File: config.mk
export PLATFORM = sky130hd
export DESIGN_NAME = bus_intercon
export DESIGN_NICKNAME = d
export VERILOG_FILES = /design/src/soc_pkg.sv /design/src/bus_intercon.sv
export VERILOG_INCLUDE_DIRS = /design/src
export SDC_FILE = /design/constraint.sdc
export NUM_CORES = 1
export LEC_CHECK = 0
export BUFFER_PORTS_ARGS = -buffer_cell sky130_fd_sc_hd__clkbuf_2
export CORE_AREA = 2 2 164 166
export DETAILED_ROUTE_END_ITERATION = 8
export DIE_AREA = 0 0 166 168
export PLACE_DENSITY = 0.36
export SYNTH_ARGS = -nofsm -noshare
export SYNTH_HDL_FRONTEND = slang
export SYNTH_SLANG_ARGS = --single-unit
File: constraint.sdc
create_clock -name clk -period 2.9 [get_ports clk]
set_clock_uncertainty 0.15 [all_clocks]
set_input_delay 0.58 -clock clk [delete_from_list [all_inputs] [get_ports clk]]
set_output_delay 0.58 -clock clk [all_outputs]
set_load 0.01 [all_outputs]
File: src/soc_settings.svh
`ifndef SOC_SETTINGS_SVH
`define SOC_SETTINGS_SVH

// ==================================================
// Bus widths and sizes
// ==================================================
`define SOC_ADDR_W      32
`define SOC_DATA_W      32

`define SOC_DMEM_WORDS  256
`define SOC_GPIO_PINS   24

// ==================================================
// Memory map
// ==================================================
// Window sizes are given as the number of offset address bits
`define SOC_DMEM_BASE   32'h2000_0000
`define SOC_DMEM_AW     10
`define SOC_GPIO_BASE   32'h8000_0100
`define SOC_GPIO_AW     4
`define SOC_TIMER_BASE  32'h8000_0200
`define SOC_TIMER_AW    4

`endif

File: src/soc_pkg.sv
`include "soc_settings.svh"

package soc_pkg;

    // Host operations, the stores come last
    typedef enum logic [2:0] {
        LB, LH, LW, LBU, LHU,
        SB, SH, SW
    } mem_op_e;

    typedef struct packed {
        logic [`SOC_ADDR_W-1:0] addr;
        logic [`SOC_DATA_W-1:0] wdata;
        mem_op_e                op;
    } host_req_t;

    typedef struct packed {
        logic [`SOC_DATA_W-1:0] rdata;
        logic                   err;
    } host_rsp_t;

    typedef struct packed {
        logic [`SOC_ADDR_W-1:0]   adr;
        logic [`SOC_DATA_W-1:0]   dat;
        logic [`SOC_DATA_W/8-1:0] sel;
        logic                     we;
        logic                     stb;
    } wb_req_t;

    typedef struct packed {
        logic [`SOC_DATA_W-1:0] dat;
        logic                   ack;
        logic                   err;
    } wb_rsp_t;

    typedef enum logic [1:0] {SEL_DMEM, SEL_GPIO, SEL_TIMER, SEL_NONE} slave_sel_e;

    typedef enum logic {IDLE, WAIT_ACK} master_state_e;

    // Byte lane merge for register writes
    function automatic logic [`SOC_DATA_W-1:0] wb_merge(
        input logic [`SOC_DATA_W-1:0]   old_val,
        input logic [`SOC_DATA_W-1:0]   new_val,
        input logic [`SOC_DATA_W/8-1:0] sel
    );
        logic [`SOC_DATA_W-1:0] res;
        res = old_val;
        for (int i = 0; i < `SOC_DATA_W/8; i++) begin
            if (sel[i]) begin
                res[8*i +: 8] = new_val[8*i +: 8];
            end
        end
        return res;
    endfunction

endpackage

File: src/bus_intercon.sv
`timescale 1ns/1ps
`include "soc_settings.svh"

module bus_intercon (
    input  logic             clk,
    input  logic             rst_n_i,
    input  soc_pkg::wb_req_t m_i,
    output soc_pkg::wb_rsp_t m_o,
    output soc_pkg::wb_req_t dmem_o,
    output soc_pkg::wb_req_t gpio_o,
    output soc_pkg::wb_req_t timer_o,
    input  soc_pkg::wb_rsp_t dmem_i,
    input  soc_pkg::wb_rsp_t gpio_i,
    input  soc_pkg::wb_rsp_t timer_i
);
    import soc_pkg::*;

    localparam int            AW         = `SOC_ADDR_W;
    localparam logic [AW-1:0] DMEM_BASE  = `SOC_DMEM_BASE;
    localparam logic [AW-1:0] GPIO_BASE  = `SOC_GPIO_BASE;
    localparam logic [AW-1:0] TIMER_BASE = `SOC_TIMER_BASE;

    slave_sel_e sel;
    logic       err_q;

    // Address decode, compare only the bits above each window
    always_comb begin
        if (m_i.adr[AW-1:`SOC_DMEM_AW] == DMEM_BASE[AW-1:`SOC_DMEM_AW]) begin
            sel = SEL_DMEM;
        end else if (m_i.adr[AW-1:`SOC_GPIO_AW] == GPIO_BASE[AW-1:`SOC_GPIO_AW]) begin
            sel = SEL_GPIO;
        end else if (m_i.adr[AW-1:`SOC_TIMER_AW] == TIMER_BASE[AW-1:`SOC_TIMER_AW]) begin
            sel = SEL_TIMER;
        end else begin
            sel = SEL_NONE;
        end
    end

    // Strobe only reaches the selected slave
    always_comb begin
        dmem_o      = m_i;
        gpio_o      = m_i;
        timer_o     = m_i;
        dmem_o.stb  = m_i.stb & (sel == SEL_DMEM);
        gpio_o.stb  = m_i.stb & (sel == SEL_GPIO);
        timer_o.stb = m_i.stb & (sel == SEL_TIMER);
    end

    // ==================================================
    // Error response for unmapped addresses
    // ==================================================
    always_ff @(posedge clk or negedge rst_n_i) begin
        if (!rst_n_i) begin
            err_q <= 1'b0;
        end else begin
            err_q <= m_i.stb & (sel == SEL_NONE) & ~err_q;
        end
    end

    always_comb begin
        case (sel)
            SEL_DMEM:  m_o = dmem_i;
            SEL_GPIO:  m_o = gpio_i;
            SEL_TIMER: m_o = timer_i;
            default:   m_o = '{dat: '0, ack: 1'b0, err: err_q};
        endcase
    end

endmodule

==> results_dict.tcl <==
set metrics [dict create \
    diodes 0 \
    dpl_worst_slack_ns -0.306 \
    yosys-top-cells-area "buf_4 (67%), a222oi_1 (14%), inv_1 (5.4%), nor3_4 (2.1%), buf_6 (1.9%)" \
    die_w_um 166 \
    yosys_warnings 0 \
    hold_viol_final 0 \
    yosys.cell_count.top_type "buf_4" \
    drv_slew 0 \
    status "finished with violations" \
    gr-total-overflow 0 \
    finalWorstSetupSlack_ns -0.0634 \
    vdd_drop_max_v 0.0000383 \
    synth_flop_cell "dfrtp_1" \
    wl_met2_um 5710 \
    power.density_nw_per_um2 89.0 \
    drive_gt1_frac 0.777 \
    path_class "input port to output port" \
    crit_top_cell "buf_12" \
    fin_nets 566 \
    portBuffers 253 \
    critPathLaunchType "input port" \
    rows 60 \
    p_total_uw 268 \
    setup-violations-final 33 \
    grt_pass1_wl_um 12900 \
    synth_top_area_cell "buf_4" \
    drc 0 \
    drtIter0Drc 168 \
    antenna_found_initial 0 \
    max_freq_mhz 337 \
    grt_max_degree 29 \
    postRouteAntennaNets 0 \
    synth.avg_cell_area_um2 7.46 \
    wl_um 10700 \
    wl_met1_um 3190 \
    clkTransAtPathRegs_ns 0 \
    min_period_over_period 1.02 \
    crit_path_top_delay_cell "nor4_4" \
    ys_seq_elements 1 \
    required_ns 2.17 \
    power.leakage_uw 0.00186 \
    reg_top3 "err_q (1)" \
    gp_congestion 0.706 \
    violations "setup timing" \
    synth_top_area_frac 0.674 \
    path_buf_inv 7 \
    crit_family "buffers and inverters" \
    netlist_top_cells_count "buf_4 (211), inv_1 (34), a222oi_1 (33), and2_1 (5), nor4_1 (5)" \
    regMostFlops "err_q" \
    hpwlAfterDp_um 7950 \
    num_vias 2306 \
    async_flop_share 1.00 \
    syn_inst 315 \
    io_pins 418 \
    drt_first_pass_iters 6 \
    die_h_um 168 \
    seq_area_frac_synth 0.0106 \
    cts_hold_buf 0 \
    min_period_ns 2.96 \
    grt_pass1_vias 2124 \
    crit_chain "buf_8 > nor4_4 > buf_4 > nand4_4 > buf_12 > nor3_4 > buf_12 > clkbuf_16 > a222oi_1 > inv_1 > buf_2" \
    vias_per_cell 3.15 \
    synth.distinct_cells 23 \
    fp.dieArea_um2 27900 \
    wl_per_cell_um 14.6 \
    dr.max_layer_used "met4" \
    rsz0062_at_grt "true" \
    slowest_delay_ns 0.25 \
    worst_pin_slew_ns 0.351 \
    area_delta_synth_final_pct 28.0 \
    slew_headroom 0.766 \
    syn-num-nets 489 \
    route.met3.wl_um 1330 \
    grt.total_usage 0.0610 \
    core_area_um2 26400 \
    worst_setup_path_end_kind "output port" \
    initial_core_util 0.0892 \
    crit_fanout 7 \
    hold_class "input port to async pin" \
    synth_edf_count 0 \
    drv_cap 0 \
    insertion_delay_ns 0 \
    fillCellCount 3066 \
    critPathArrivalTime_ns 2.23 \
    syn_area_um2 2350 \
    largest_reg_flops 1 \
]
[final cells by class]
class	count	area (um^2)	share of cell area
timing repair buffer	292	1800	0.597
multi-input combinational	63	632	0.210
tap	341	427	0.142
inverter	34	128	0.0424
sequential	1	25.0	0.00832
[placed cells by master (no fill, tap or decap), types with 2 or more instances in the layout]
master	instances
buf_4	22
buf_2	22
and2_4	2
clkbuf_16	3
a222oi_1	33
inv_1	34
buf_8	2
clkbuf_2	226
buf_16	2
and2_1	3
nor2_1	3
nor3_4	3
buf_12	7
nor4_4	3
buf_6	8
o21ai_1	2
[power by group]
group          switching, uW  internal (uW)
logic                    121            131
registers              0.941           15.2
clock network              0              0
[final timing paths]
path | from | end | slack [ns] | cells after the start
min in group clk | err_q | err_q | 0.47 | 2
worst min-delay path | rst_n_i | err_q | 0.21 | 1
max in group asynchronous | rst_n_i | err_q | 2.31 | 1
worst max-delay path | m_i[64] | m_o[19] | -0.06 | 11
worst min register to register | err_q | err_q | 0.47 | 2
worst max register to register | err_q | err_q | 1.89 | 2
[stage by stage]
step / util / TNS (ns) / hold slack (ns) / std cells / instance area (um^2)
final: 0.114 / -1.23 / 0.206 / 731 / 3010
after global routing: 0.114 / -5.65 / 0.208 / 731 / 3010
after CTS: 0.107 / -3.94 / 0.207 / 726 / 2820
after detailed placement: 0.101 / -8.28 / 0.207 / 721 / 2670
after global placement: 0.101 / -6.78 / 0.206 / 721 / 2670
after floorplan: - / 0 / 0.134 / 315 / 2350
[worst reg2reg max path, stage by stage (launching register included)]
cell	delay, ns
dfrtp_1	0.38
nor4_1	0.26
and2_1	0.15
[per-layer routing]
layer / vias up / global-route usage
li1: 1021 / -
met1: 1002 / 0.0523
met2: 245 / 0.127
met3: 38 / 0.0212
met4: 0 / 0.0238
met5: - / 0
[logic make-up after synthesis]
group                  synth area share
AND/OR/NAND/NOR                  0.0820
flip-flops                       0.0106
AO/OA/AOI/OAI                     0.155
buffers and inverters             0.752
[timing repair]
item | CTS | global route
setup buffers | 3 | 2
cloned | 2 | 4
endpoints found under the setup margin | 37 | 37
pin swaps | 3 | 14
resized for setup | 11 | 48
(Power assumes the default switching activity.)
