File: config.mk
export PLATFORM = sky130hd
export DESIGN_NAME = mtimer
export DESIGN_NICKNAME = d
export VERILOG_FILES = /design/src/soc_pkg.sv /design/src/mtimer.sv
export VERILOG_INCLUDE_DIRS = /design/src
export SDC_FILE = /design/constraint.sdc
export NUM_CORES = 1
export LEC_CHECK = 0
export BUFFER_PORTS_ARGS = -buffer_cell sky130_fd_sc_hd__buf_2
export CORE_MARGIN = 1.5
export CORE_UTILIZATION = 60
export CTS_BUF_LIST = sky130_fd_sc_hd__clkbuf_4 sky130_fd_sc_hd__clkbuf_8 sky130_fd_sc_hd__clkbuf_16
export DETAILED_ROUTE_END_ITERATION = 12
export PLACE_DENSITY = 0.84
export SLEW_MARGIN = 20
export SYNTH_ARGS = -nofsm -noshare
export SYNTH_HDL_FRONTEND = slang
export SYNTH_SLANG_ARGS = --single-unit
File: constraint.sdc
create_clock -name clk -period 4 [get_ports clk]
set_clock_uncertainty 0.2 [all_clocks]
set_input_delay 0.6 -clock clk [delete_from_list [all_inputs] [get_ports clk]]
set_output_delay 0.6 -clock clk [all_outputs]
set_load 0.02 [all_outputs]
File: src/soc_settings.svh
`ifndef SOC_SETTINGS_SVH
`define SOC_SETTINGS_SVH

// ==================================================
// Bus widths and sizes
// ==================================================
`define SOC_ADDR_W      32
`define SOC_DATA_W      32

`define SOC_DMEM_WORDS  256
`define SOC_GPIO_PINS   24

// ==================================================
// Memory map
// ==================================================
// Window sizes are given as the number of offset address bits
`define SOC_DMEM_BASE   32'h2000_0000
`define SOC_DMEM_AW     10
`define SOC_GPIO_BASE   32'h8000_0100
`define SOC_GPIO_AW     4
`define SOC_TIMER_BASE  32'h8000_0200
`define SOC_TIMER_AW    4

`endif

File: src/soc_pkg.sv
`include "soc_settings.svh"

package soc_pkg;

    // Host operations, the stores come last
    typedef enum logic [2:0] {
        LB, LH, LW, LBU, LHU,
        SB, SH, SW
    } mem_op_e;

    typedef struct packed {
        logic [`SOC_ADDR_W-1:0] addr;
        logic [`SOC_DATA_W-1:0] wdata;
        mem_op_e                op;
    } host_req_t;

    typedef struct packed {
        logic [`SOC_DATA_W-1:0] rdata;
        logic                   err;
    } host_rsp_t;

    typedef struct packed {
        logic [`SOC_ADDR_W-1:0]   adr;
        logic [`SOC_DATA_W-1:0]   dat;
        logic [`SOC_DATA_W/8-1:0] sel;
        logic                     we;
        logic                     stb;
    } wb_req_t;

    typedef struct packed {
        logic [`SOC_DATA_W-1:0] dat;
        logic                   ack;
        logic                   err;
    } wb_rsp_t;

    typedef enum logic [1:0] {SEL_DMEM, SEL_GPIO, SEL_TIMER, SEL_NONE} slave_sel_e;

    typedef enum logic {IDLE, WAIT_ACK} master_state_e;

    // Byte lane merge for register writes
    function automatic logic [`SOC_DATA_W-1:0] wb_merge(
        input logic [`SOC_DATA_W-1:0]   old_val,
        input logic [`SOC_DATA_W-1:0]   new_val,
        input logic [`SOC_DATA_W/8-1:0] sel
    );
        logic [`SOC_DATA_W-1:0] res;
        res = old_val;
        for (int i = 0; i < `SOC_DATA_W/8; i++) begin
            if (sel[i]) begin
                res[8*i +: 8] = new_val[8*i +: 8];
            end
        end
        return res;
    endfunction

endpackage

File: src/mtimer.sv
`timescale 1ns/1ps
`include "soc_settings.svh"

module mtimer (
    input  logic             clk,
    input  logic             rst_n_i,
    input  soc_pkg::wb_req_t wb_i,
    output soc_pkg::wb_rsp_t wb_o,
    output logic             timer_irq_o
);
    import soc_pkg::*;

    localparam int DW = `SOC_DATA_W;

    logic [63:0]   mtime_q;
    logic [63:0]   mtimecmp_q;
    logic          irq_q;
    logic [DW-1:0] rdata_q;
    logic          ack_q;
    logic          req;
    logic          wr;
    logic [1:0]    reg_idx;
    logic [DW-1:0] cur_word;
    logic [DW-1:0] wr_word;

    // 0 mtime lo, 1 mtime hi, 2 mtimecmp lo, 3 mtimecmp hi
    assign reg_idx = wb_i.adr[`SOC_TIMER_AW-1:2];
    assign req     = wb_i.stb & ~ack_q;
    assign wr      = req & wb_i.we;

    always_comb begin
        case (reg_idx)
            2'd0:    cur_word = mtime_q[31:0];
            2'd1:    cur_word = mtime_q[63:32];
            2'd2:    cur_word = mtimecmp_q[31:0];
            default: cur_word = mtimecmp_q[63:32];
        endcase
    end

    assign wr_word = wb_merge(cur_word, wb_i.dat, wb_i.sel);

    always_ff @(posedge clk or negedge rst_n_i) begin
        if (!rst_n_i) begin
            mtime_q    <= '0;
            mtimecmp_q <= '1;
            irq_q      <= 1'b0;
            ack_q      <= 1'b0;
        end else begin
            ack_q <= req;
            irq_q <= (mtime_q >= mtimecmp_q);
            // A bus write to mtime takes priority over the count
            if (wr && (reg_idx == 2'd0)) begin
                mtime_q <= {mtime_q[63:32], wr_word};
            end else if (wr && (reg_idx == 2'd1)) begin
                mtime_q <= {wr_word, mtime_q[31:0]};
            end else begin
                mtime_q <= mtime_q + 64'd1;
            end
            if (wr && (reg_idx == 2'd2)) begin
                mtimecmp_q <= {mtimecmp_q[63:32], wr_word};
            end else if (wr && (reg_idx == 2'd3)) begin
                mtimecmp_q <= {wr_word, mtimecmp_q[31:0]};
            end
        end
    end

    always_ff @(posedge clk) begin
        if (req) begin
            rdata_q <= cur_word;
        end
    end

    assign timer_irq_o = irq_q;
    assign wb_o        = '{dat: rdata_q, ack: ack_q, err: 1'b0};

endmodule

==> impl_metrics.csv <==
group,metric,value,unit
outcome,outcome,"complete, no violations",
place,dp_hpwl,19960,um
global_route,grt_max_degree,67,
power_and_ir_drop,p_switching,2.564,mW
cells_and_area,antenna_cells,0,
clock_network,clk_path_buf_depth,2,
place,dp_cells,1299,
die,die_w,132.9,um
clock_network,holdBufCountCts,0,
cells_and_area,instances_no_fill,1331,
clock_network,cts_resized,0,
synth,avgSynthCellArea,9.732,um2
setup_path,cp_max_fo,9,
setup_path,crit_arrival,3.41,ns
clock_network,clock_latency,0.45,ns
power_and_ir_drop,switching_share,0.3678,
clock_network,clkSlewWorstSetupHoldPaths,0.07,ns
sta,tns,0,ns
power_and_ir_drop,leakage,4.828,nW
cells_and_area,num-nets-final,1235,
global_route,grt_usage,0.3370,
global_route,grt.overflow.total,0,
place,port-buffer-count,75,
cells_and_area,drive_above_1_share,0.2214,
synth,synth_edf_count,32,
die,coreArea,16520,um2
die,die-area,17660,um2
setup_path,worstPathRequired,4.16,ns
synth,postSynth.asyncResetShare,0.8025,
synth,syn_inst,1040,
drt,met1_length,11150,um
die,die_h,132.9,um
die,rows,47,
synth,yosysWarnings,0,
drt,wirelength,28320,um
sta,hold_viol_final,0,
cells_and_area,area_growth,13.01,%
clock_network,cts.sinks,162,
clock_network,cts_buffers,17,
die,start_util,0.6125,
sta,worstMarginPinSlew,1.133,ns
synth,synth_area,10120,um2
drt,firstDrtPassIters,6,
synth,yosysSeqAreaShare,0.4243,
power_and_ir_drop,combPwrFrac,0.325,
drt,wl_met3,2577,um
drt,dr_total_vias,8974,
setup_path,end_kind,"flop",
sta,slew_headroom,0.2439,
synth,synth-seq-cells,162,
synth,synth_nets,1177,
power_and_ir_drop,p_clk_frac,0.265,
global_route,grt_pass1_vias,8701,
drt,ant_nets,0,
drt,vias_per_cell,6.742,
drt,drc,0,
flow_run,drv_cap,0,
clock_network,clock-root-buffer,"clkbuf_16",
clock_network,cts_setup_buffers,0,
min_path,min-delay-path-class,"in2async",
power_and_ir_drop,pwr-share-seq,0.410,
synth,synthFlopType,"dfrtp_1",
place,gp_congestion,0.9369,
sta,final.min_clock_period,3.249,ns
power_and_ir_drop,p_per_area,609.6,nW/um2
sta,finalSetupViolCount,0,
sta,rsz0062_at_grt,"false",
drt,drt_iter0_markers,1039,
cells_and_area,multi_input_area,5353,um2
synth,yosysUniqueCellTypes,67,
setup_path,path_class,"reg2reg",
clock_network,cts_tree,"done",
cells_and_area,fillCellCount,1224,
sta,fmax,0.3078,GHz
sta,finalMaxSlewViolations,0,
global_route,grt_pass1_wl,46000,um
drt,dr_wl_met2,13650,um
drt,wl_per_cell,21.28,um
sta,period_share,0.8123,
setup_path,startpoint_type,"flop",
power_and_ir_drop,power.total,6.972,mW
cells_and_area,seq_area,4294,um2
global_route,antenna_found_initial,0,
die,io_pins,107,
power_and_ir_drop,internal-power,4.408,mW
power_and_ir_drop,ir_drop,0.3577,mV
clock_network,htreeDepth,4,
drt,dr.max_layer_used,"met4",
[flip-flops by register name, indices dropped and copies added, names as in the netlist]
register     cells
ack_q            1
mtime_q         64
mtimecmp_q      64
rdata_q         32
timer_irq_o      1
[kinds of logic after synthesis]
family / count (synthesis) / synth area share
AO/OA/AOI/OAI: 276 / 0.1691
XOR/XNOR: 1 / 0.0008655
adder cells (fa/ha/maj): 65 / 0.08036
buffers and inverters: 134 / 0.05130
flip-flops: 162 / 0.4243
multiplexers: 65 / 0.1041
other: 1 / 0.0003705
AND/OR/NAND/NOR: 336 / 0.1696
[area by class of cell]
cell class / instances / share of cell area
tap: 220 / 0.02407
clock buffer: 20 / 0.04026
timing repair buffer: 96 / 0.04901
multi-input combinational: 744 / 0.4680
inverter: 77 / 0.02527
sequential: 162 / 0.3755
clock inverter: 12 / 0.01794
[power by group through the flow]
stage / Combinational (mW) / Sequential [mW] / Clock [mW]
2_1_floorplan: 1.58 / 2.73 / 0
3_3_place_gp: 2.09 / 2.81 / 0
3_5_place_dp: 2.22 / 2.84 / 0
4_1_cts: 2.25 / 2.82 / 1.86
5_1_grt: 2.53 / 2.92 / 1.93
6_report: 2.27 / 2.86 / 1.85
[synthesized netlist by cell type, drive strengths merged (5+ instances only)]
| library cell | number | share of area |
|---|---|---|
| nand4 | 36 | 0.026 |
| ha | 65 | 0.080 |
| and4 | 12 | 0.010 |
| a21oi | 100 | 0.049 |
| mux2i | 31 | 0.031 |
| o211ai | 5 | 0.0037 |
| mux4 | 32 | 0.071 |
| nand2 | 103 | 0.038 |
| a31oi | 6 | 0.0037 |
| o31ai | 5 | 0.0037 |
| and2 | 7 | 0.0043 |
| nor2 | 74 | 0.027 |
| a22oi | 6 | 0.0045 |
| dfstp | 64 | 0.17 |
| edfxtp | 32 | 0.095 |
| a21o | 10 | 0.0074 |
| a211oi | 15 | 0.011 |
| dfrtp | 66 | 0.16 |
| nor3 | 16 | 0.0079 |
| inv | 77 | 0.029 |
| nor4 | 10 | 0.0077 |
| o21ai | 72 | 0.036 |
| a221oi | 13 | 0.011 |
| or4 | 8 | 0.0067 |
| clkbuf | 43 | 0.016 |
| and3 | 20 | 0.012 |
| a211o | 5 | 0.0043 |
| nand3 | 33 | 0.016 |
| o21a | 5 | 0.0037 |
| buf | 14 | 0.0068 |
[metrics by stage]
stage,hold WS (ns),instance area (um2),worst slack [ns],util
CTS,0.08556,11440,0.8009,0.6921
floorplan,0.1044,10120,0.5471,-
global placement,0.2727,10770,0.8814,0.6519
global route,0.1310,11440,0.6266,0.6921
detailed placement,0.2827,10770,0.8278,0.6519
finish,0.06364,11440,0.7510,0.6921
[cell usage in the layout, fill, tap and decap left out, types with 5 or more instances in the layout]
| cell | instances |
|---|---|
| a211o_1 | 5 |
| a211oi_1 | 15 |
| a21o_1 | 10 |
| a21oi_1 | 100 |
| a221oi_1 | 13 |
| a22oi_1 | 6 |
| a31oi_1 | 6 |
| and2_1 | 7 |
| and3_1 | 20 |
| and4_1 | 12 |
| buf_2 | 74 |
| buf_4 | 20 |
| bufinv_16 | 5 |
| clkbuf_16 | 17 |
| dfrtp_1 | 66 |
| dfstp_2 | 64 |
| edfxtp_1 | 32 |
| ha_1 | 65 |
| inv_1 | 77 |
| mux2i_1 | 31 |
| mux4_2 | 32 |
| nand2_1 | 103 |
| nand3_1 | 33 |
| nand4_1 | 33 |
| nor2_1 | 71 |
| nor3_1 | 16 |
| nor4_1 | 9 |
| o211ai_1 | 5 |
| o21a_1 | 5 |
| o21ai_0 | 72 |
| o31ai_1 | 5 |
| or4_1 | 6 |
[routing by layer]
metal / vias to the layer above / track usage
li1: 4003 / -
met1: 4355 / 0.4522
met2: 523 / 0.5362
met3: 93 / 0.07165
met4: 0 / 0.1386
met5: - / 0
[final timing paths]
check	startpoint	endpoint	slack (ns)	depth (start not counted)
max	mtime_q[1]	mtime_q[58]	0.75	7
max in group asynchronous	rst_n_i	mtimecmp_q[23]	2.63	2
min in group clk	mtimecmp_q[59]	mtimecmp_q[59]	0.29	2
min	rst_n_i	mtime_q[9]	0.06	1
min reg2reg	mtimecmp_q[59]	mtimecmp_q[59]	0.29	2
max reg2reg	mtime_q[1]	mtime_q[58]	0.75	7
[worst max-delay path: stages (launching register included)]
cell and delay [ns]:
dfrtp_1 0.45, ha_1 0.29, nand4_2 0.23, nor4_4 0.63
nand4_4 0.30, or4_1 0.60, a211o_1 0.30, a22oi_1 0.14
No activity file was read; power rests on OpenSTA's default activity.
