$ cat config.mk
export PLATFORM = sky130hd
export DESIGN_NAME = bus_master
export DESIGN_NICKNAME = d
export VERILOG_FILES = /design/src/soc_pkg.sv /design/src/bus_master.sv
export VERILOG_INCLUDE_DIRS = /design/src
export SDC_FILE = /design/constraint.sdc
export NUM_CORES = 1
export LEC_CHECK = 0
export CORE_ASPECT_RATIO = 2
export CORE_MARGIN = 2
export CORE_UTILIZATION = 50
export DETAILED_ROUTE_END_ITERATION = 8
export DONT_BUFFER_PORTS = 1
export PLACE_DENSITY_LB_ADDON = 0.2
export SYNTH_ARGS = -nofsm -noshare
export SYNTH_HDL_FRONTEND = slang
export SYNTH_SLANG_ARGS = --single-unit
$ cat constraint.sdc
create_clock -name clk -period 7.65 [get_ports clk]
set_input_delay 0.765 -clock clk [delete_from_list [all_inputs] [get_ports clk]]
set_output_delay 0.765 -clock clk [all_outputs]
set_load 0.1 [all_outputs]
$ cat src/soc_settings.svh
`ifndef SOC_SETTINGS_SVH
`define SOC_SETTINGS_SVH

// ==================================================
// Bus widths and sizes
// ==================================================
`define SOC_ADDR_W      32
`define SOC_DATA_W      32

`define SOC_DMEM_WORDS  256
`define SOC_GPIO_PINS   24

// ==================================================
// Memory map
// ==================================================
// Window sizes are given as the number of offset address bits
`define SOC_DMEM_BASE   32'h2000_0000
`define SOC_DMEM_AW     10
`define SOC_GPIO_BASE   32'h8000_0100
`define SOC_GPIO_AW     4
`define SOC_TIMER_BASE  32'h8000_0200
`define SOC_TIMER_AW    4

`endif

$ cat src/soc_pkg.sv
`include "soc_settings.svh"

package soc_pkg;

    // Host operations, the stores come last
    typedef enum logic [2:0] {
        LB, LH, LW, LBU, LHU,
        SB, SH, SW
    } mem_op_e;

    typedef struct packed {
        logic [`SOC_ADDR_W-1:0] addr;
        logic [`SOC_DATA_W-1:0] wdata;
        mem_op_e                op;
    } host_req_t;

    typedef struct packed {
        logic [`SOC_DATA_W-1:0] rdata;
        logic                   err;
    } host_rsp_t;

    typedef struct packed {
        logic [`SOC_ADDR_W-1:0]   adr;
        logic [`SOC_DATA_W-1:0]   dat;
        logic [`SOC_DATA_W/8-1:0] sel;
        logic                     we;
        logic                     stb;
    } wb_req_t;

    typedef struct packed {
        logic [`SOC_DATA_W-1:0] dat;
        logic                   ack;
        logic                   err;
    } wb_rsp_t;

    typedef enum logic [1:0] {SEL_DMEM, SEL_GPIO, SEL_TIMER, SEL_NONE} slave_sel_e;

    typedef enum logic {IDLE, WAIT_ACK} master_state_e;

    // Byte lane merge for register writes
    function automatic logic [`SOC_DATA_W-1:0] wb_merge(
        input logic [`SOC_DATA_W-1:0]   old_val,
        input logic [`SOC_DATA_W-1:0]   new_val,
        input logic [`SOC_DATA_W/8-1:0] sel
    );
        logic [`SOC_DATA_W-1:0] res;
        res = old_val;
        for (int i = 0; i < `SOC_DATA_W/8; i++) begin
            if (sel[i]) begin
                res[8*i +: 8] = new_val[8*i +: 8];
            end
        end
        return res;
    endfunction

endpackage

$ cat src/bus_master.sv
`timescale 1ns/1ps
`include "soc_settings.svh"

module bus_master (
    input  logic               clk,
    input  logic               rst_n_i,
    input  logic               req_valid_i,
    input  soc_pkg::host_req_t req_i,
    output logic               stall_o,
    output logic               rsp_valid_o,
    output soc_pkg::host_rsp_t rsp_o,
    output soc_pkg::wb_req_t   wb_o,
    input  soc_pkg::wb_rsp_t   wb_i
);
    import soc_pkg::*;

    localparam int AW = `SOC_ADDR_W;
    localparam int DW = `SOC_DATA_W;
    localparam int BW = DW / 8;

    master_state_e state_q;
    logic          accept;
    logic          done;

    // Bus cycle fields, held stable while stb is high
    logic [AW-1:0] adr_q;
    logic [DW-1:0] dat_q;
    logic [BW-1:0] sel_q;
    logic          we_q;
    logic          stb_q;
    mem_op_e       op_q;
    logic [1:0]    off_q;

    logic [DW-1:0] rdata_q;
    logic          err_q;
    logic          rsp_valid_q;

    // Byte select from operation and low address bits
    function automatic logic [BW-1:0] lane_sel(input mem_op_e op, input logic [1:0] off);
        logic [BW-1:0] s;
        case (op)
            SB:      s = 4'b0001 << off;
            SH:      s = off[1] ? 4'b1100 : 4'b0011;
            default: s = 4'b1111;
        endcase
        return s;
    endfunction

    // Replicate store data into every lane it may land on
    function automatic logic [DW-1:0] lane_data(input mem_op_e op, input logic [DW-1:0] wdata);
        logic [DW-1:0] d;
        case (op)
            SB:      d = {4{wdata[7:0]}};
            SH:      d = {2{wdata[15:0]}};
            default: d = wdata;
        endcase
        return d;
    endfunction

    // Extract and extend the addressed byte or halfword
    function automatic logic [DW-1:0] load_fmt(input mem_op_e op, input logic [1:0] off,
                                               input logic [DW-1:0] word);
        logic [DW-1:0] shifted;
        logic [DW-1:0] res;
        shifted = word >> {off, 3'b000};
        case (op)
            LB:      res = {{24{shifted[7]}}, shifted[7:0]};
            LBU:     res = {24'd0, shifted[7:0]};
            LH:      res = {{16{shifted[15]}}, shifted[15:0]};
            LHU:     res = {16'd0, shifted[15:0]};
            default: res = word;
        endcase
        return res;
    endfunction

    assign accept = req_valid_i & (state_q == IDLE);
    assign done   = wb_i.ack | wb_i.err;

    // ==================================================
    // Transfer FSM
    // ==================================================
    always_ff @(posedge clk or negedge rst_n_i) begin
        if (!rst_n_i) begin
            state_q     <= IDLE;
            stb_q       <= 1'b0;
            rsp_valid_q <= 1'b0;
        end else begin
            rsp_valid_q <= 1'b0;
            case (state_q)
                IDLE: begin
                    if (accept) begin
                        state_q <= WAIT_ACK;
                        stb_q   <= 1'b1;
                    end
                end
                WAIT_ACK: begin
                    // Ack or err ends the cycle
                    if (done) begin
                        state_q     <= IDLE;
                        stb_q       <= 1'b0;
                        rsp_valid_q <= 1'b1;
                    end
                end
                default: state_q <= IDLE;
            endcase
        end
    end

    always_ff @(posedge clk) begin
        if (accept) begin
            adr_q <= {req_i.addr[AW-1:2], 2'b00};
            dat_q <= lane_data(req_i.op, req_i.wdata);
            sel_q <= lane_sel(req_i.op, req_i.addr[1:0]);
            we_q  <= req_i.op inside {SB, SH, SW};
            op_q  <= req_i.op;
            off_q <= req_i.addr[1:0];
        end
        if ((state_q == WAIT_ACK) && done) begin
            // Stores and errors return zero data
            rdata_q <= (wb_i.err || we_q) ? '0 : load_fmt(op_q, off_q, wb_i.dat);
            err_q   <= wb_i.err;
        end
    end

    assign stall_o     = (state_q == WAIT_ACK);
    assign rsp_valid_o = rsp_valid_q;
    assign rsp_o       = '{rdata: rdata_q, err: err_q};
    assign wb_o        = '{adr: adr_q, dat: dat_q, sel: sel_q, we: we_q, stb: stb_q};

endmodule

==> run_results.csv <==
group,metric,value,unit
clock_network,cts_buffers,9,
placed_design,cell_count_after_placement,409,
power_and_ir_drop,power_leakage,1.63,nW
global_routing,largest_net_degree_at_the_start_of_global_routing,74,
power_and_ir_drop,total_chip_power,1.85,mW
synth,synth_area_per_cell,14.0,sq um
clock_network,cts-htree-levels,3,
timing,grt_setup_unrepaired,"false",
timing,total_count_of_hold_check_failures_in_the_final_report,0,
placed_design,place_ws,5.11,ns
detailed_routing,route.antenna.remaining_nets,0,
synth,number_of_flops_mapped_to_enable_cells_by_yosys,105,
critical_path,critPathCaptureType,"flop",
synth,ys_seq_elements,108,
critical_path,worst_setup_path_start_kind,"flop",
floorplan,num_io_pins,209,
synth,post_syn_instances,323,
timing,final.min_clock_period,2.47,ns
hold_path,hold_path_class,"input pin to asynchronous set/reset pin",
finish,antennaDiodeCount,0,
critical_path,critPathArrivalTime,2.53,ns
detailed_routing,m1WireLength,3.17,mm
critical_path,cp_max_fo,16,
global_routing,globalRoute.totalOverflow,0,
timing,tns,0,ns
power_and_ir_drop,netSwitchingPower,0.833,mW
critical_path,worst-endpoint-required,7.71,ns
detailed_routing,tritonroute_pass_1_iters,4,
finish,synthesis_to_layout_area_growth,7.52,%
timing,timing_max_transition_violations_final,0,
floorplan,dieHeight,138,microns
detailed_routing,drt-vias-per-instance,6.10,
timing,setup_ws,5.18,ns
critical_path,critical_path_class,"flop to flop",
flow_run,maxCapViolCount,0,
clock_network,post_cts_resize_count,0,
power_and_ir_drop,cell_internal_pwr,1.02,mW
finish,post_route_cells_drive_above_1_share,0.130,
floorplan,core_region_area,8890,sq um
power_and_ir_drop,clock_power_share,0.236,
synth,yosys-top-cells-count,"105 x edfxtp_1, 42 x a21oi_1, 34 x o21ai_0",
clock_network,cts.sinks,108,
power_and_ir_drop,comb_power_share,0.071,
timing,fin_skew,0.00891,ns
timing,timing.final.setup_violations,0,
synth,synth_area,4510,sq um
clock_network,cts_tree,"done",
floorplan,standard_cell_rows,49,
detailed_routing,drt_iter0_markers,218,
global_routing,grt_pass1_wl,15.5,mm
clock_network,path_clk_slew,0.07,ns
synth,synth_async_sr_flop_share,0.0278,
global_routing,grt_pass1_vias,2598,
finish,fin_util,0.545,
power_and_ir_drop,irDropWorstVdd,0.200,mV
global_routing,grt_antenna_before_repair,0,
placed_design,io_buffers,0,
synth,synthMostInstantiatedCell,"edfxtp_1",
power_and_ir_drop,power.switching_fraction,0.451,
synth,share_of_the_yosys_chip_area_belonging_to_registers,0.716,
synth,synth.distinct_cells,29,
timing,worst_pin_slew,1.00,ns
clock_network,cts.path.max_buffers,2,
critical_path,r2r_setup_slack,5.18,ns
floorplan,fp.dieW,71.1,microns
finish,layout_cells_excl_fill,425,
synth,netlist_top_cells_area,"edfxtp_1 70%, a21oi_1 4.7%, mux2_2 4.2%",
placed_design,routabilityCongestion,0.889,
floorplan,fp.dieArea,9830,sq um
power_and_ir_drop,power.density_cell_area,382,nW/um^2
synth,synth_flop_cell,"edfxtp_1",
clock_network,root_driver,"clkbuf_16",
detailed_routing,avgRoutedWirePerCell,25.0,microns
clock_network,cts.hold.buffers_added,0,
clock_network,worst_skew_pair.late_latency,0.35,ns
floorplan,initial_core_util,0.507,
detailed_routing,drt_drc_violations_left,0,
clock_network,post-cts-setup-buffers,0,
outcome,run_status,"finished, final reports clean",
detailed_routing,num_vias,2594,
global_routing,groute.usage.overall,0.218,
finish,area_of_the_multi_input_gates,1170,sq um
synth,total_number_of_yosys_warnings,0,
finish,fill_cells,724,
detailed_routing,top_signal_layer_used,"met4",
synth,yosysTopAreaCellShare,0.700,
detailed_routing,met3_length,895,microns
timing,maxClockFrequency,405,MHz
finish,seqCellArea,3230,sq um
timing,min_period_over_period,0.323,
finish,nets_finish,422,
synth,synthDominantAreaCellType,"edfxtp_1",
timing,timing.max_slew.rel_slack,0.331,
placed_design,dp.final_hpwl,7.97,mm
detailed_routing,met2_wirelength,6.33,mm
power_and_ir_drop,pwr-share-seq,0.693,
detailed_routing,drt_wl_total,10.6,mm
[final cells by class]
class / count / share of cell area
clock buffer: 9 / 0.0465
clock inverter: 7 / 0.0121
inverter: 3 / 0.00232
multi-input combinational: 193 / 0.242
sequential: 108 / 0.666
tap: 102 / 0.0263
timing repair buffer: 3 / 0.00465
[logic make-up (layout without fill, tap and decap cells)]
group / Yosys count / in the layout / share of synthesized area
compound gates: 91 / 91 / 0.114
xor+xnor: 1 / 1 / 0.00194
buf+inv: 23 / 22 / 0.0261
flops: 108 / 108 / 0.716
mux: 28 / 28 / 0.0697
other cells: 1 / 2 / 0.000832
simple gates: 71 / 71 / 0.0711
[power groups by stage]
| stage | combinational, mW | sequential [mW] | clock [mW] |
|---|---|---|---|
| 3_3_place_gp | 0.128 | 1.29 | 0 |
| 6_report | 0.131 | 1.28 | 0.437 |
| 5_1_grt | 0.145 | 1.29 | 0.469 |
| 4_1_cts | 0.131 | 1.28 | 0.448 |
| 3_5_place_dp | 0.131 | 1.29 | 0 |
| 2_1_floorplan | 0.136 | 1.25 | 0 |
[state kept, by name, summed over array words and instances, names as in the netlist]
register     flops
adr_q           30
we_q             1
stall_o          1
rsp_valid_o      1
rdata_q         32
dat_q           32
op_q             3
sel_q            4
err_q            1
off_q            2
stb_q            1
[stage by stage]
stage	cell area, sq um	hold slack (ns)
2_1_floorplan	4510	0.451
3_3_place_gp	4560	0.469
3_5_place_dp	4560	0.470
4_1_cts	4850	0.0917
5_1_grt	4850	0.0830
6_report	4850	0.103
[critical path: stages (launching register included)]
cell	delay, ns
edfxtp_1	0.75
mux4_2	0.65
o211ai_2	0.62
a21oi_1	0.16
[final timing paths]
check / endpoint / start / depth (start not counted)
worst min-delay path: rsp_valid_o / rst_n_i / 0
min in group clk: dat_q[2] / req_i[5] / 0
max in group asynchronous: stb_q / rst_n_i / 0
worst max register to register: rdata_q[21] / off_q[1] / 3
worst min register to register: rdata_q[15] / op_q[1] / 2
worst max-delay path: rdata_q[21] / off_q[1] / 3
[layer usage]
layer / track usage / up-vias
met5: 0 / -
met2: 0.396 / 148
met1: 0.218 / 1244
met3: 0.0809 / 14
li1: - / 1188
met4: 0.0884 / 0
[placed cells by master (no fill, tap or decap), drive strengths merged]
cell / instances
a311oi: 2
or2: 1
and2: 8
clkinvlp: 1
dfrtp: 3
edfxtp: 105
a21oi: 42
a21boi: 1
mux2i: 10
mux2: 17
a21o: 1
nor2b: 2
clkbuf: 9
a2111oi: 1
nand2b: 5
o21a: 1
conb: 2
o22ai: 8
o211ai: 1
xnor2: 1
o21ai: 34
nand3b: 3
mux4: 1
buf: 3
clkinv: 3
inv: 6
nand2: 27
nor2: 25
(Power assumes the default switching activity.)
