--- src/soc_settings.svh ---
`ifndef SOC_SETTINGS_SVH
`define SOC_SETTINGS_SVH

// ==================================================
// Bus widths and sizes
// ==================================================
`define SOC_ADDR_W      32
`define SOC_DATA_W      32

`define SOC_DMEM_WORDS  256
`define SOC_GPIO_PINS   24

// ==================================================
// Memory map
// ==================================================
// Window sizes are given as the number of offset address bits
`define SOC_DMEM_BASE   32'h2000_0000
`define SOC_DMEM_AW     10
`define SOC_GPIO_BASE   32'h8000_0100
`define SOC_GPIO_AW     4
`define SOC_TIMER_BASE  32'h8000_0200
`define SOC_TIMER_AW    4

`endif

--- src/soc_pkg.sv ---
`include "soc_settings.svh"

package soc_pkg;

    // Host operations, the stores come last
    typedef enum logic [2:0] {
        LB, LH, LW, LBU, LHU,
        SB, SH, SW
    } mem_op_e;

    typedef struct packed {
        logic [`SOC_ADDR_W-1:0] addr;
        logic [`SOC_DATA_W-1:0] wdata;
        mem_op_e                op;
    } host_req_t;

    typedef struct packed {
        logic [`SOC_DATA_W-1:0] rdata;
        logic                   err;
    } host_rsp_t;

    typedef struct packed {
        logic [`SOC_ADDR_W-1:0]   adr;
        logic [`SOC_DATA_W-1:0]   dat;
        logic [`SOC_DATA_W/8-1:0] sel;
        logic                     we;
        logic                     stb;
    } wb_req_t;

    typedef struct packed {
        logic [`SOC_DATA_W-1:0] dat;
        logic                   ack;
        logic                   err;
    } wb_rsp_t;

    typedef enum logic [1:0] {SEL_DMEM, SEL_GPIO, SEL_TIMER, SEL_NONE} slave_sel_e;

    typedef enum logic {IDLE, WAIT_ACK} master_state_e;

    // Byte lane merge for register writes
    function automatic logic [`SOC_DATA_W-1:0] wb_merge(
        input logic [`SOC_DATA_W-1:0]   old_val,
        input logic [`SOC_DATA_W-1:0]   new_val,
        input logic [`SOC_DATA_W/8-1:0] sel
    );
        logic [`SOC_DATA_W-1:0] res;
        res = old_val;
        for (int i = 0; i < `SOC_DATA_W/8; i++) begin
            if (sel[i]) begin
                res[8*i +: 8] = new_val[8*i +: 8];
            end
        end
        return res;
    endfunction

endpackage

--- src/gpio_regs.sv ---
`timescale 1ns/1ps
`include "soc_settings.svh"

module gpio_regs (
    input  logic                      clk,
    input  logic                      rst_n_i,
    input  soc_pkg::wb_req_t          wb_i,
    output soc_pkg::wb_rsp_t          wb_o,
    input  logic [`SOC_GPIO_PINS-1:0] gpio_i,
    output logic [`SOC_GPIO_PINS-1:0] gpio_o,
    output logic [`SOC_GPIO_PINS-1:0] gpio_oe_o
);
    import soc_pkg::*;

    localparam int DW = `SOC_DATA_W;
    localparam int NP = `SOC_GPIO_PINS;

    logic [NP-1:0] out_q;
    logic [NP-1:0] oe_q;
    logic [NP-1:0] sync1_q;
    logic [NP-1:0] sync2_q;
    logic [DW-1:0] rdata_q;
    logic          ack_q;
    logic          req;
    logic [1:0]    reg_idx;
    logic [DW-1:0] out_wr;
    logic [DW-1:0] oe_wr;

    // 0 OUT, 1 OE, 2 IN
    assign reg_idx = wb_i.adr[`SOC_GPIO_AW-1:2];
    assign req     = wb_i.stb & ~ack_q;
    assign out_wr  = wb_merge(DW'(out_q), wb_i.dat, wb_i.sel);
    assign oe_wr   = wb_merge(DW'(oe_q), wb_i.dat, wb_i.sel);

    always_ff @(posedge clk or negedge rst_n_i) begin
        if (!rst_n_i) begin
            out_q   <= '0;
            oe_q    <= '0;
            sync1_q <= '0;
            sync2_q <= '0;
            ack_q   <= 1'b0;
        end else begin
            // Two flop input synchronizer
            sync1_q <= gpio_i;
            sync2_q <= sync1_q;
            ack_q   <= req;
            if (req && wb_i.we) begin
                case (reg_idx)
                    2'd0:    out_q <= out_wr[NP-1:0];
                    2'd1:    oe_q  <= oe_wr[NP-1:0];
                    default: ;
                endcase
            end
        end
    end

    // Upper bits read as zero
    always_ff @(posedge clk) begin
        if (req) begin
            case (reg_idx)
                2'd0:    rdata_q <= DW'(out_q);
                2'd1:    rdata_q <= DW'(oe_q);
                2'd2:    rdata_q <= DW'(sync2_q);
                default: rdata_q <= '0;
            endcase
        end
    end

    assign gpio_o    = out_q;
    assign gpio_oe_o = oe_q;
    assign wb_o      = '{dat: rdata_q, ack: ack_q, err: 1'b0};

endmodule

--- config.mk ---
export PLATFORM = sky130hd
export DESIGN_NAME = gpio_regs
export DESIGN_NICKNAME = d
export VERILOG_FILES = /design/src/soc_pkg.sv /design/src/gpio_regs.sv
export VERILOG_INCLUDE_DIRS = /design/src
export SDC_FILE = /design/constraint.sdc
export NUM_CORES = 1
export LEC_CHECK = 0
export BUFFER_PORTS_ARGS = -buffer_cell sky130_fd_sc_hd__buf_4
export CORE_AREA = 2 2 176 92
export CTS_BUF_LIST = sky130_fd_sc_hd__clkbuf_8
export CTS_CLUSTER_SIZE = 30
export DETAILED_ROUTE_END_ITERATION = 8
export DIE_AREA = 0 0 178 94
export GPL_ROUTABILITY_DRIVEN = 0
export PLACE_DENSITY = 0.58
export REMOVE_ABC_BUFFERS = 1
export SETUP_SLACK_MARGIN = 0.02
export SLEW_MARGIN = 25
export SYNTH_ARGS = -nofsm -noshare
export SYNTH_HDL_FRONTEND = slang
export SYNTH_SLANG_ARGS = --single-unit
export TNS_END_PERCENT = 100
--- constraint.sdc ---
create_clock -name clk -period 3.16 [get_ports clk]
set_input_delay 0.948 -clock clk [delete_from_list [all_inputs] [get_ports clk]]
set_output_delay 0.948 -clock clk [all_outputs]
set_load 0.03 [all_outputs]
==> metrics, run 1 <==
mapped cell area roughly 0.0045 mm2; nets 510; Multi-input gate area around 0.0012 mm2; fraction of registers with async set/reset around 80%; mux share of post-synthesis cell area 19.45%; Post-CTS Setup Bufs 0; largest net degree at the start of global routing 52; DR pass1 iterations 4; fill cell count between 1000 and 1500; Top FF cell, synth dfrtp_1; core area around 0.015 mm2; Worst Hold Path EP sync2_q[18]; CP startpoint kind input pin; FF+latch area between 0.003 and 0.004 mm2; CTS Root Cell clkbuf_8; peak supply drop between 0.2 and 0.3 mV; Worst-path clk slew 80 ps; Synth area leader dfrtp_1; xor and xnor area share after synthesis 0%; Seq cells post-synth about 120; register area share after synthesis a little over two thirds; Remaining Overflow, GRT 0; Hold Path Depth 0; r2r endpoint gpio_o[23]; Starting Density between 20% and 30%; slew margin rel. a little under 50%; H-tree levels 4; crit path DAT 2300 ps; Sinks on Clock Net around 120; Detail Placement HPWL approximately 7.6 mm; Final Hold Violating Endpoints 0; first-pass GRT wire length between 15 and 20 mm; Post-Synth Simple-Gate Area around 4%; Worst setup EP type flip-flop; crit path kind input pin to flip-flop; Hold/Removal Path Class flip-flop to flip-flop; share of the synthesized area in the top cell type approximately 54%; CTS Buf Count 17; Detail Route Antenna Nets 0; total power 0.004392 W; Synth area leaders dfrtp_1 (54%), edfxtp_1 (16%), mux2_4 (8.0%); share of cells above drive strength 1 between 50% and 60%; port bufs about 130; CTS tree yes; pins over their slew limit 0; Max Freq slightly below 500 MHz; RSZ-0062 raised after global routing false; Worst setup startpoint wb_i[40]; Post-Syn Area per Cell 16.22 um2; FF-to-FF path depth 3; Wirelength per Cell roughly 18 um; Via Count between 2000 and 3000; Iteration-0 DRC Markers about 130; final number of setup-violating endpoints 0; WL final 11.33 mm; vias in the first global route between 2000 and 3000; Ant. Diodes 0; Post-Synthesis Cells 276; max-cap viol count 0; Clock Tree Buf Depth 2; Post-CTS Hold Fix Bufs 0; gr usage total 14.33%; Clk Latency, worst-skew pair 420 ps; DRC viols 0; most common cell in the netlist dfrtp_1; post-layout min period 2011 ps; post-CTS sizing 0; setup TNS 0 ps; Hold Slack roughly 330 ps; Worst Max-Slew Pin Slew ~750 ps; pwr dens about 730 mW/mm2; row cnt 32; Chip Width roughly 180 um; Static Leak about 2.8 nW; Chip Height 94 um; vias per std cell about 4.3; outcome complete, no violations; count of cell types in the netlist 19; number of synthesized flops with an enable pin 24; hold wc startpoint sync1_q[18]; R2R Path Start ack_q; I/O pin count about 180; Syn-to-layout area delta 34.53%; post-synthesis compound-gate area fraction under 10%; Setup Skew roughly 16 ps; largest family of logic cells by synthesized area multiplexers; worst-path fanout max 19; Ys Warns 0; r2r setup slk 1370 ps; Synth Area in Adders 0%; Req. time, crit path ~3500 ps; antenna violations before repair 0; period utilization 63.63%; die area 0.01673 mm2
==> cells by family after synthesis <==
group / after synthesis
AOI/OAI and AO/OA: 24
muxes: 72
DFF: 121
buffers and inverters: 22
other: 1
and+or+nand+nor: 36
==> worst max path at each step <==
stage	to	slack, ps	cells after the start
global route	gpio_o[17]	1110	1
global placement	gpio_oe_o[21]	710	4
finish	gpio_oe_o[20]	1150	4
floorplan	rdata_q[0]	1060	3
detailed placement	gpio_oe_o[8]	680	4
CTS	gpio_oe_o[5]	1130	4
==> area by class of cell <==
type	instances	area share, %
Sequential cell	121	52.25
Tap cell	204	4.237
Clock inverter	12	2.534
Timing Repair Buffer	133	16.78
Clock buffer	18	4.112
Multi-Input combinational cell	141	20.08
==> power by group <==
group	internal (W)	switching [W]	leakage [nW]
registers	0.00181	0.000148	1.41
clock network	0.000791	0.000610	0.198
logic	0.000448	0.000585	1.24
total	0.00305	0.00134	2.85
==> cell usage in the layout (no fill, tap or decap), types with 9 or more instances in the layout <==
master,netlist,layout
dfrtp_1,97,97
clkbuf_8,0,18
nand2_1,24,24
mux2_4,24,24
edfxtp_1,24,24
buf_4,11,132
mux2_2,24,24
o21ai_0,24,24
mux2i_1,24,24
conb_1,1,9
==> state kept, by name, indices dropped and copies added (netlist names) <==
register,flops
rdata_q,24
gpio_oe_o,24
ack_q,1
sync1_q,24
sync2_q,24
gpio_o,24
==> through the flow <==
stage / util, % / worst slack (ps) / instances / area (um2)
after floorplan: - / 1065 / 262 / 4355
after global placement: 37.26 / 713.8 / 599 / 5624
after detailed placement: 37.26 / 684.6 / 599 / 5624
after CTS: 39.91 / 1129 / 629 / 6025
after global routing: 39.91 / 1106 / 629 / 6025
final: 39.91 / 1149 / 629 / 6025
==> critical path: stages <==
cell and delay (ps):
buf_4 330, nand2b_4 110, nor2_2 490, mux2_2 400
==> layer usage <==
metal / GRT usage (%) / share of wire [%] / routed length, um
met1: 18.80 / 47 / 5274
met2: 21.54 / 44 / 4983
met3: 6.351 / 8.7 / 983
met5: 0 / 0 / 0
met4: 3.825 / 0.75 / 85
Note: power is estimated with default switching activity, not from simulation.
==> run 2, diff against run 1 <==
==> constraint.sdc (replaced) <==
create_clock -name clk -period 1.9 [get_ports clk]
set_input_delay 0.57 -clock clk [delete_from_list [all_inputs] [get_ports clk]]
set_output_delay 0.57 -clock clk [all_outputs]
set_load 0.03 [all_outputs]
==> run 2 against run 1 <==
Critical path depth is the same. Power increased by 65%. Wire length is 2.6% lower. Flip-flop and latch count unchanged. Register-to-register slack worse by 1100 ps. Final cell count up 1.7%. Setup slack got worse by 870 ps. Clock power up 64%. Global-route usage fell by 0.50 points. First-iteration DRC count is 25% lower. Combinational power grew 67%. Sequential power is 66% higher. Critical path type is now flip-flop to flip-flop. Largest cell class unchanged.
==> metrics, run 2 (synthesized netlist as in run 1, its figures left out) <==
Final Hold Violating Endpoints 0; Syn-to-layout area delta 36.88%; Placed Cells between 600 and 700; port bufs roughly 130; Sinks on Clock Net approximately 120; Detail Placement HPWL 7.664 mm; Hold/Removal Path Class input pin to asynchronous set/reset pin; pins over their slew limit 0; Post-CTS Setup Bufs 0; placed cell areas approximately 0.0057 mm2; Ant. Diodes 0; largest net degree at the start of global routing 54; RSZ-0062 raised after global routing false; antenna violations before repair 0; nets 520; Detail Route Antenna Nets 0; most common cell after layout, fill and taps aside buf_4; core area roughly 0.015 mm2; Clk Latency, worst-skew pair around 410 ps; worst-path fanout max 8; Post-Layout Cell Count between 600 and 700; CTS tree yes; CP startpoint kind flip-flop; CTS Root Cell clkbuf_8; vias per std cell between 4 and 5; Chip Height approximately 94 um; Wirelength per Cell 17.25 um; pwr dens 1185 mW/mm2; die area around 0.017 mm2; peak supply drop 0.6329 mV; DRC viols 0; CTS Buf Count 17; post-CTS sizing 0; Iteration-0 DRC Markers 95; setup TNS 0 ps; Worst setup EP type flip-flop; DR pass1 iterations 4; Post-CTS Hold Fix Bufs 0; post-layout min period about 1600 ps; vias in the first global route 2849; Max Freq 618.6 MHz; outcome complete, no violations; I/O pin count 178; Starting Density approximately 30%; crit path kind flip-flop to flip-flop; design area ~0.0061 mm2; most frequent cells in the layout buf_4 (139), dfrtp_1 (97); share of cells above drive strength 1 roughly half; slowest stage cell, crit path dfrtp_1; Remaining Overflow, GRT 0; Hold Slack 43.25 ps; Setup Skew approximately 14 ps; Worst-path clk slew ~80 ps; Static Leak about 2.9 nW; Req. time, crit path roughly 2200 ps; CP max stage delay about 400 ps; first-pass GRT wire length 16.47 mm; Final Util approximately two fifths; H-tree levels 4; final number of setup-violating endpoints 0; period utilization a little under nine tenths; row cnt 32; WL final 11.04 mm; Chip Width roughly 180 um; Clock Tree Buf Depth 2; CP Cell Sequence nand4b_1, or3_1, buf_4, mux2_4; Via Count 2738; gr usage total 13.83%; max-cap viol count 0; crit path DAT ~1900 ps
[run 2: changes by cell type in the layout (fill, tap and decap cells not counted)]
cell        previous run  this run
buf_12                 1         4
clkbuf_8              18        17
clkinv_2               2         4
inv_1                  1         2
buf_4                132       139
clkinvlp_4             3         2
[run 2: final cells by class]
| cell class | count | area, um2 |
|---|---|---|
| clock buffer | 17 | 234.0 |
| clock inverter | 14 | 158.9 |
| fill | 1414 | 8965 |
| multi-input combinational | 141 | 1210 |
| sequential | 121 | 3148 |
| tap | 204 | 255.2 |
| timing repair buffer | 143 | 1124 |
[run 2: through the flow]
step	worst slack, ps	total power (W)
after floorplan	182.7	0.004259
after global placement	88.83	0.005003
after detailed placement	88.10	0.005049
after CTS	263.2	0.007371
after global routing	191.4	0.007612
final	283.4	0.007266
[run 2: path summary, 6_finish.rpt]
path / from / end / slack [ps] / cells after the start
setup / recovery: ack_q / gpio_o[19] / 280 / 4
hold / removal: rst_n_i / gpio_oe_o[21] / 40 / 1
setup reg to reg: ack_q / gpio_o[19] / 280 / 4
hold reg to reg: sync1_q[6] / sync2_q[6] / 340 / 0
max in group asynchronous: rst_n_i / gpio_o[2] / 1220 / 2
min in group clk: gpio_i[15] / sync1_q[15] / 260 / 1
[run 2: power breakdown]
group	switching [W]	leakage, nW	internal (W)	total [W]
registers	0.000246	1.41	0.00301	0.00326
clock network	0.00101	0.204	0.00128	0.00229
logic	0.000964	1.30	0.000757	0.00172
total	0.00222	2.91	0.00505	0.00727
[run 2: routing by layer]
layer	GRT usage, %	up-vias	wire [um]
li1	-	1245	-
met1	18.73	1369	5222
met2	20.16	115	4698
met3	5.623	9	1029
met4	4.303	0	86
met5	0	-	0
[run 2: worst max-delay path: cells and delay by family (launching register included)]
family / cells / cell delay (ps)
and+or+nand+nor: 2 / 570
DFF: 1 / 400
muxes: 1 / 310
buffers and inverters: 1 / 210
==> run 3, diff against run 2 <==
--- a/config.mk
+++ b/config.mk
@@ -7,13 +7,13 @@
 export NUM_CORES = 1
 export LEC_CHECK = 0
 export BUFFER_PORTS_ARGS = -buffer_cell sky130_fd_sc_hd__buf_4
-export CORE_AREA = 2 2 176 92
+export CORE_AREA = 2 2 137 72
 export CTS_BUF_LIST = sky130_fd_sc_hd__clkbuf_8
 export CTS_CLUSTER_SIZE = 30
 export DETAILED_ROUTE_END_ITERATION = 8
-export DIE_AREA = 0 0 178 94
+export DIE_AREA = 0 0 139 74
 export GPL_ROUTABILITY_DRIVEN = 0
-export PLACE_DENSITY = 0.58
+export PLACE_DENSITY = 0.86
 export REMOVE_ABC_BUFFERS = 1
 export SETUP_SLACK_MARGIN = 0.02
 export SLEW_MARGIN = 25
==> run 3 against run 2 <==
Maximum frequency shrank 4.6%. Clock skew fell by 4.3 ps. Wire length shrank 10%. Clock-buffer cell count grew 3. Hold slack improved by 43 ps. Sequential share of layout area is essentially flat. Critical path depth did not move. Clock power increased by 17%. Die area is 39% lower. Register-to-register slack got worse by 80 ps. Utilization increased by 26 points. Critical endpoint is now gpio_o[12]. Largest power group unchanged.
==> metrics, run 3 (synthesized netlist as in run 1, its figures left out) <==
outcome complete, no violations; pins over their slew limit 0; port bufs 129; Comb power frac between 20% and 30%; H-tree levels 4; gr usage total 20.65%; Iteration-0 DRC Markers around 110; Clk network pwr share a little over a third; post-CTS sizing 0; Req. time, crit path 2200 ps; CP Cell Sequence nand4b_1, or3_1, buf_4, mux2_4; CTS tree yes; Ant. Diodes 0; slew margin rel. roughly 56%; share of cells above drive strength 1 52.39%; Worst Max-Slew Pin Slew 652.1 ps; placed cell areas roughly 0.0057 mm2; period utilization 89.19%; peak supply drop between 0.6 and 0.7 mV; most frequent cells in the layout buf_4 (141), dfrtp_1 (97); Detail Placement HPWL around 7.0 mm; Setup Skew 9.348 ps; P_sw roughly 0.0022 W; nets between 500 and 600; Sw Share between 20 and 30%; die area between 0.01 and 0.015 mm2; Chip Height roughly 74 um; Hold/Removal Path Class input pin to asynchronous set/reset pin; DRC viols 0; Chip Width approximately 140 um; FF-to-FF path depth 4; Placed Cells 528; vias in the first global route about 2800; r2r setup slk a little over 200 ps; Post-Layout Cell Count between 500 and 600; max-cap viol count 0; first-pass GRT wire length 15.34 mm; CP startpoint kind flip-flop; Sinks on Clock Net 121; post-layout min period ~1700 ps; most common cell after layout, fill and taps aside buf_4; Post-CTS Hold Fix Bufs 0; I/O pin count roughly 180; Final Util approximately 67%; slowest stage cell, crit path dfrtp_1; Static Leak just under 3 nW; CTS Root Cell clkbuf_8; Post-CTS Setup Bufs 0; antenna violations before repair 0; design area approximately 0.006 mm2; Starting Density between 40% and 50%; fill cell count ~670; largest net degree at the start of global routing 36; Buf+Inv Stages, Crit Path 1; crit path DAT between 1500 and 2000 ps; DR pass1 iterations 4; Int Pwr ~0.0054 W; Clock Tree Buf Depth 2; R2R Path Start ack_q; Reg power frac 42.6%; Wirelength per Cell 17.67 um; WL final 9.897 mm; Worst-path clk slew 70 ps; CP max stage delay roughly 420 ps; r2r endpoint gpio_o[12]; worst-path fanout max 8; crit path kind flip-flop to flip-flop; CP top delay family simple AND/OR/NAND/NOR gates; vias per std cell slightly below 5; core area about 0.0091 mm2; Syn-to-layout area delta 36.77%; Remaining Overflow, GRT 0; Via Count 2758; pwr dens 1249 mW/mm2; row cnt 25; final number of setup-violating endpoints 0; Clk Latency, worst-skew pair between 400 and 500 ps; CTS Buf Count 17; Max Freq 590.1 MHz; Final Hold Violating Endpoints 0; Worst setup EP type flip-flop; RSZ-0062 raised after global routing false; Detail Route Antenna Nets 0
==> run 3: cell count changes in the layout (fill, tap and decap cells not counted), moves of 2 or more <==
| cell | previous run | this run |
|---|---|---|
| buf_4 | 139 | 141 |
| clkbuf_8 | 17 | 20 |
| clkinv_2 | 4 | 2 |
| bufinv_16 | 3 | 5 |
==> run 3: worst max path at each step <==
| stage | cells after the start | endpoint | from |
|---|---|---|---|
| 2_1_floorplan | 3 | rdata_q[0] | wb_i[41] |
| 3_3_place_gp | 4 | rdata_q[1] | wb_i[40] |
| 3_5_place_dp | 5 | gpio_o[16] | wb_i[40] |
| 4_1_cts | 4 | gpio_o[17] | ack_q |
| 5_1_grt | 4 | gpio_o[16] | ack_q |
| 6_report | 4 | gpio_o[12] | ack_q |
==> run 3: metrics by stage <==
stage	setup slack, ps	TNS (ps)	total power, W	hold WS (ps)
after detailed placement	16.87	0	0.005039	334.7
after floorplan	182.7	0	0.004259	274.4
final	205.5	0	0.007652	86.12
after global placement	-55.03	-964.8	0.004978	331.6
after CTS	209.3	0	0.007708	72.36
after global routing	140.1	0	0.007950	79.50
==> run 3: layer usage <==
layer / track usage, % / part of all wire, % / up-vias
met1: 28.67 / 47 / 1386
met4: 6.285 / 0.42 / 0
met5: 0 / 0 / -
li1: - / - / 1249
met3: 9.916 / 9.4 / 4
met2: 29.17 / 43 / 119
==> run 3: worst register-to-register path, cell delays in order, from the launching register on <==
cell,delay (ps)
dfrtp_1,420
nand4b_1,280
or3_1,350
buf_4,200
mux2_4,320
==> run 3: cell type report <==
cell class	instances	area [um2]	share of cell area, %
sequential	121	3148	51.40
multi-input combinational	141	1215	19.84
timing repair buffer	145	1139	18.59
clock buffer	20	275.3	4.494
clock inverter	12	196.4	3.207
tap	121	151.4	2.472
==> run 3: power groups by stage <==
| stage | logic, W | registers [W] | clock network (W) |
|---|---|---|---|
| after floorplan | 0.000433 | 0.00383 | 0 |
| after global placement | 0.00170 | 0.00328 | 0 |
| after detailed placement | 0.00173 | 0.00330 | 0 |
| after CTS | 0.00174 | 0.00326 | 0.00271 |
| after global routing | 0.00182 | 0.00330 | 0.00283 |
| final | 0.00172 | 0.00326 | 0.00267 |
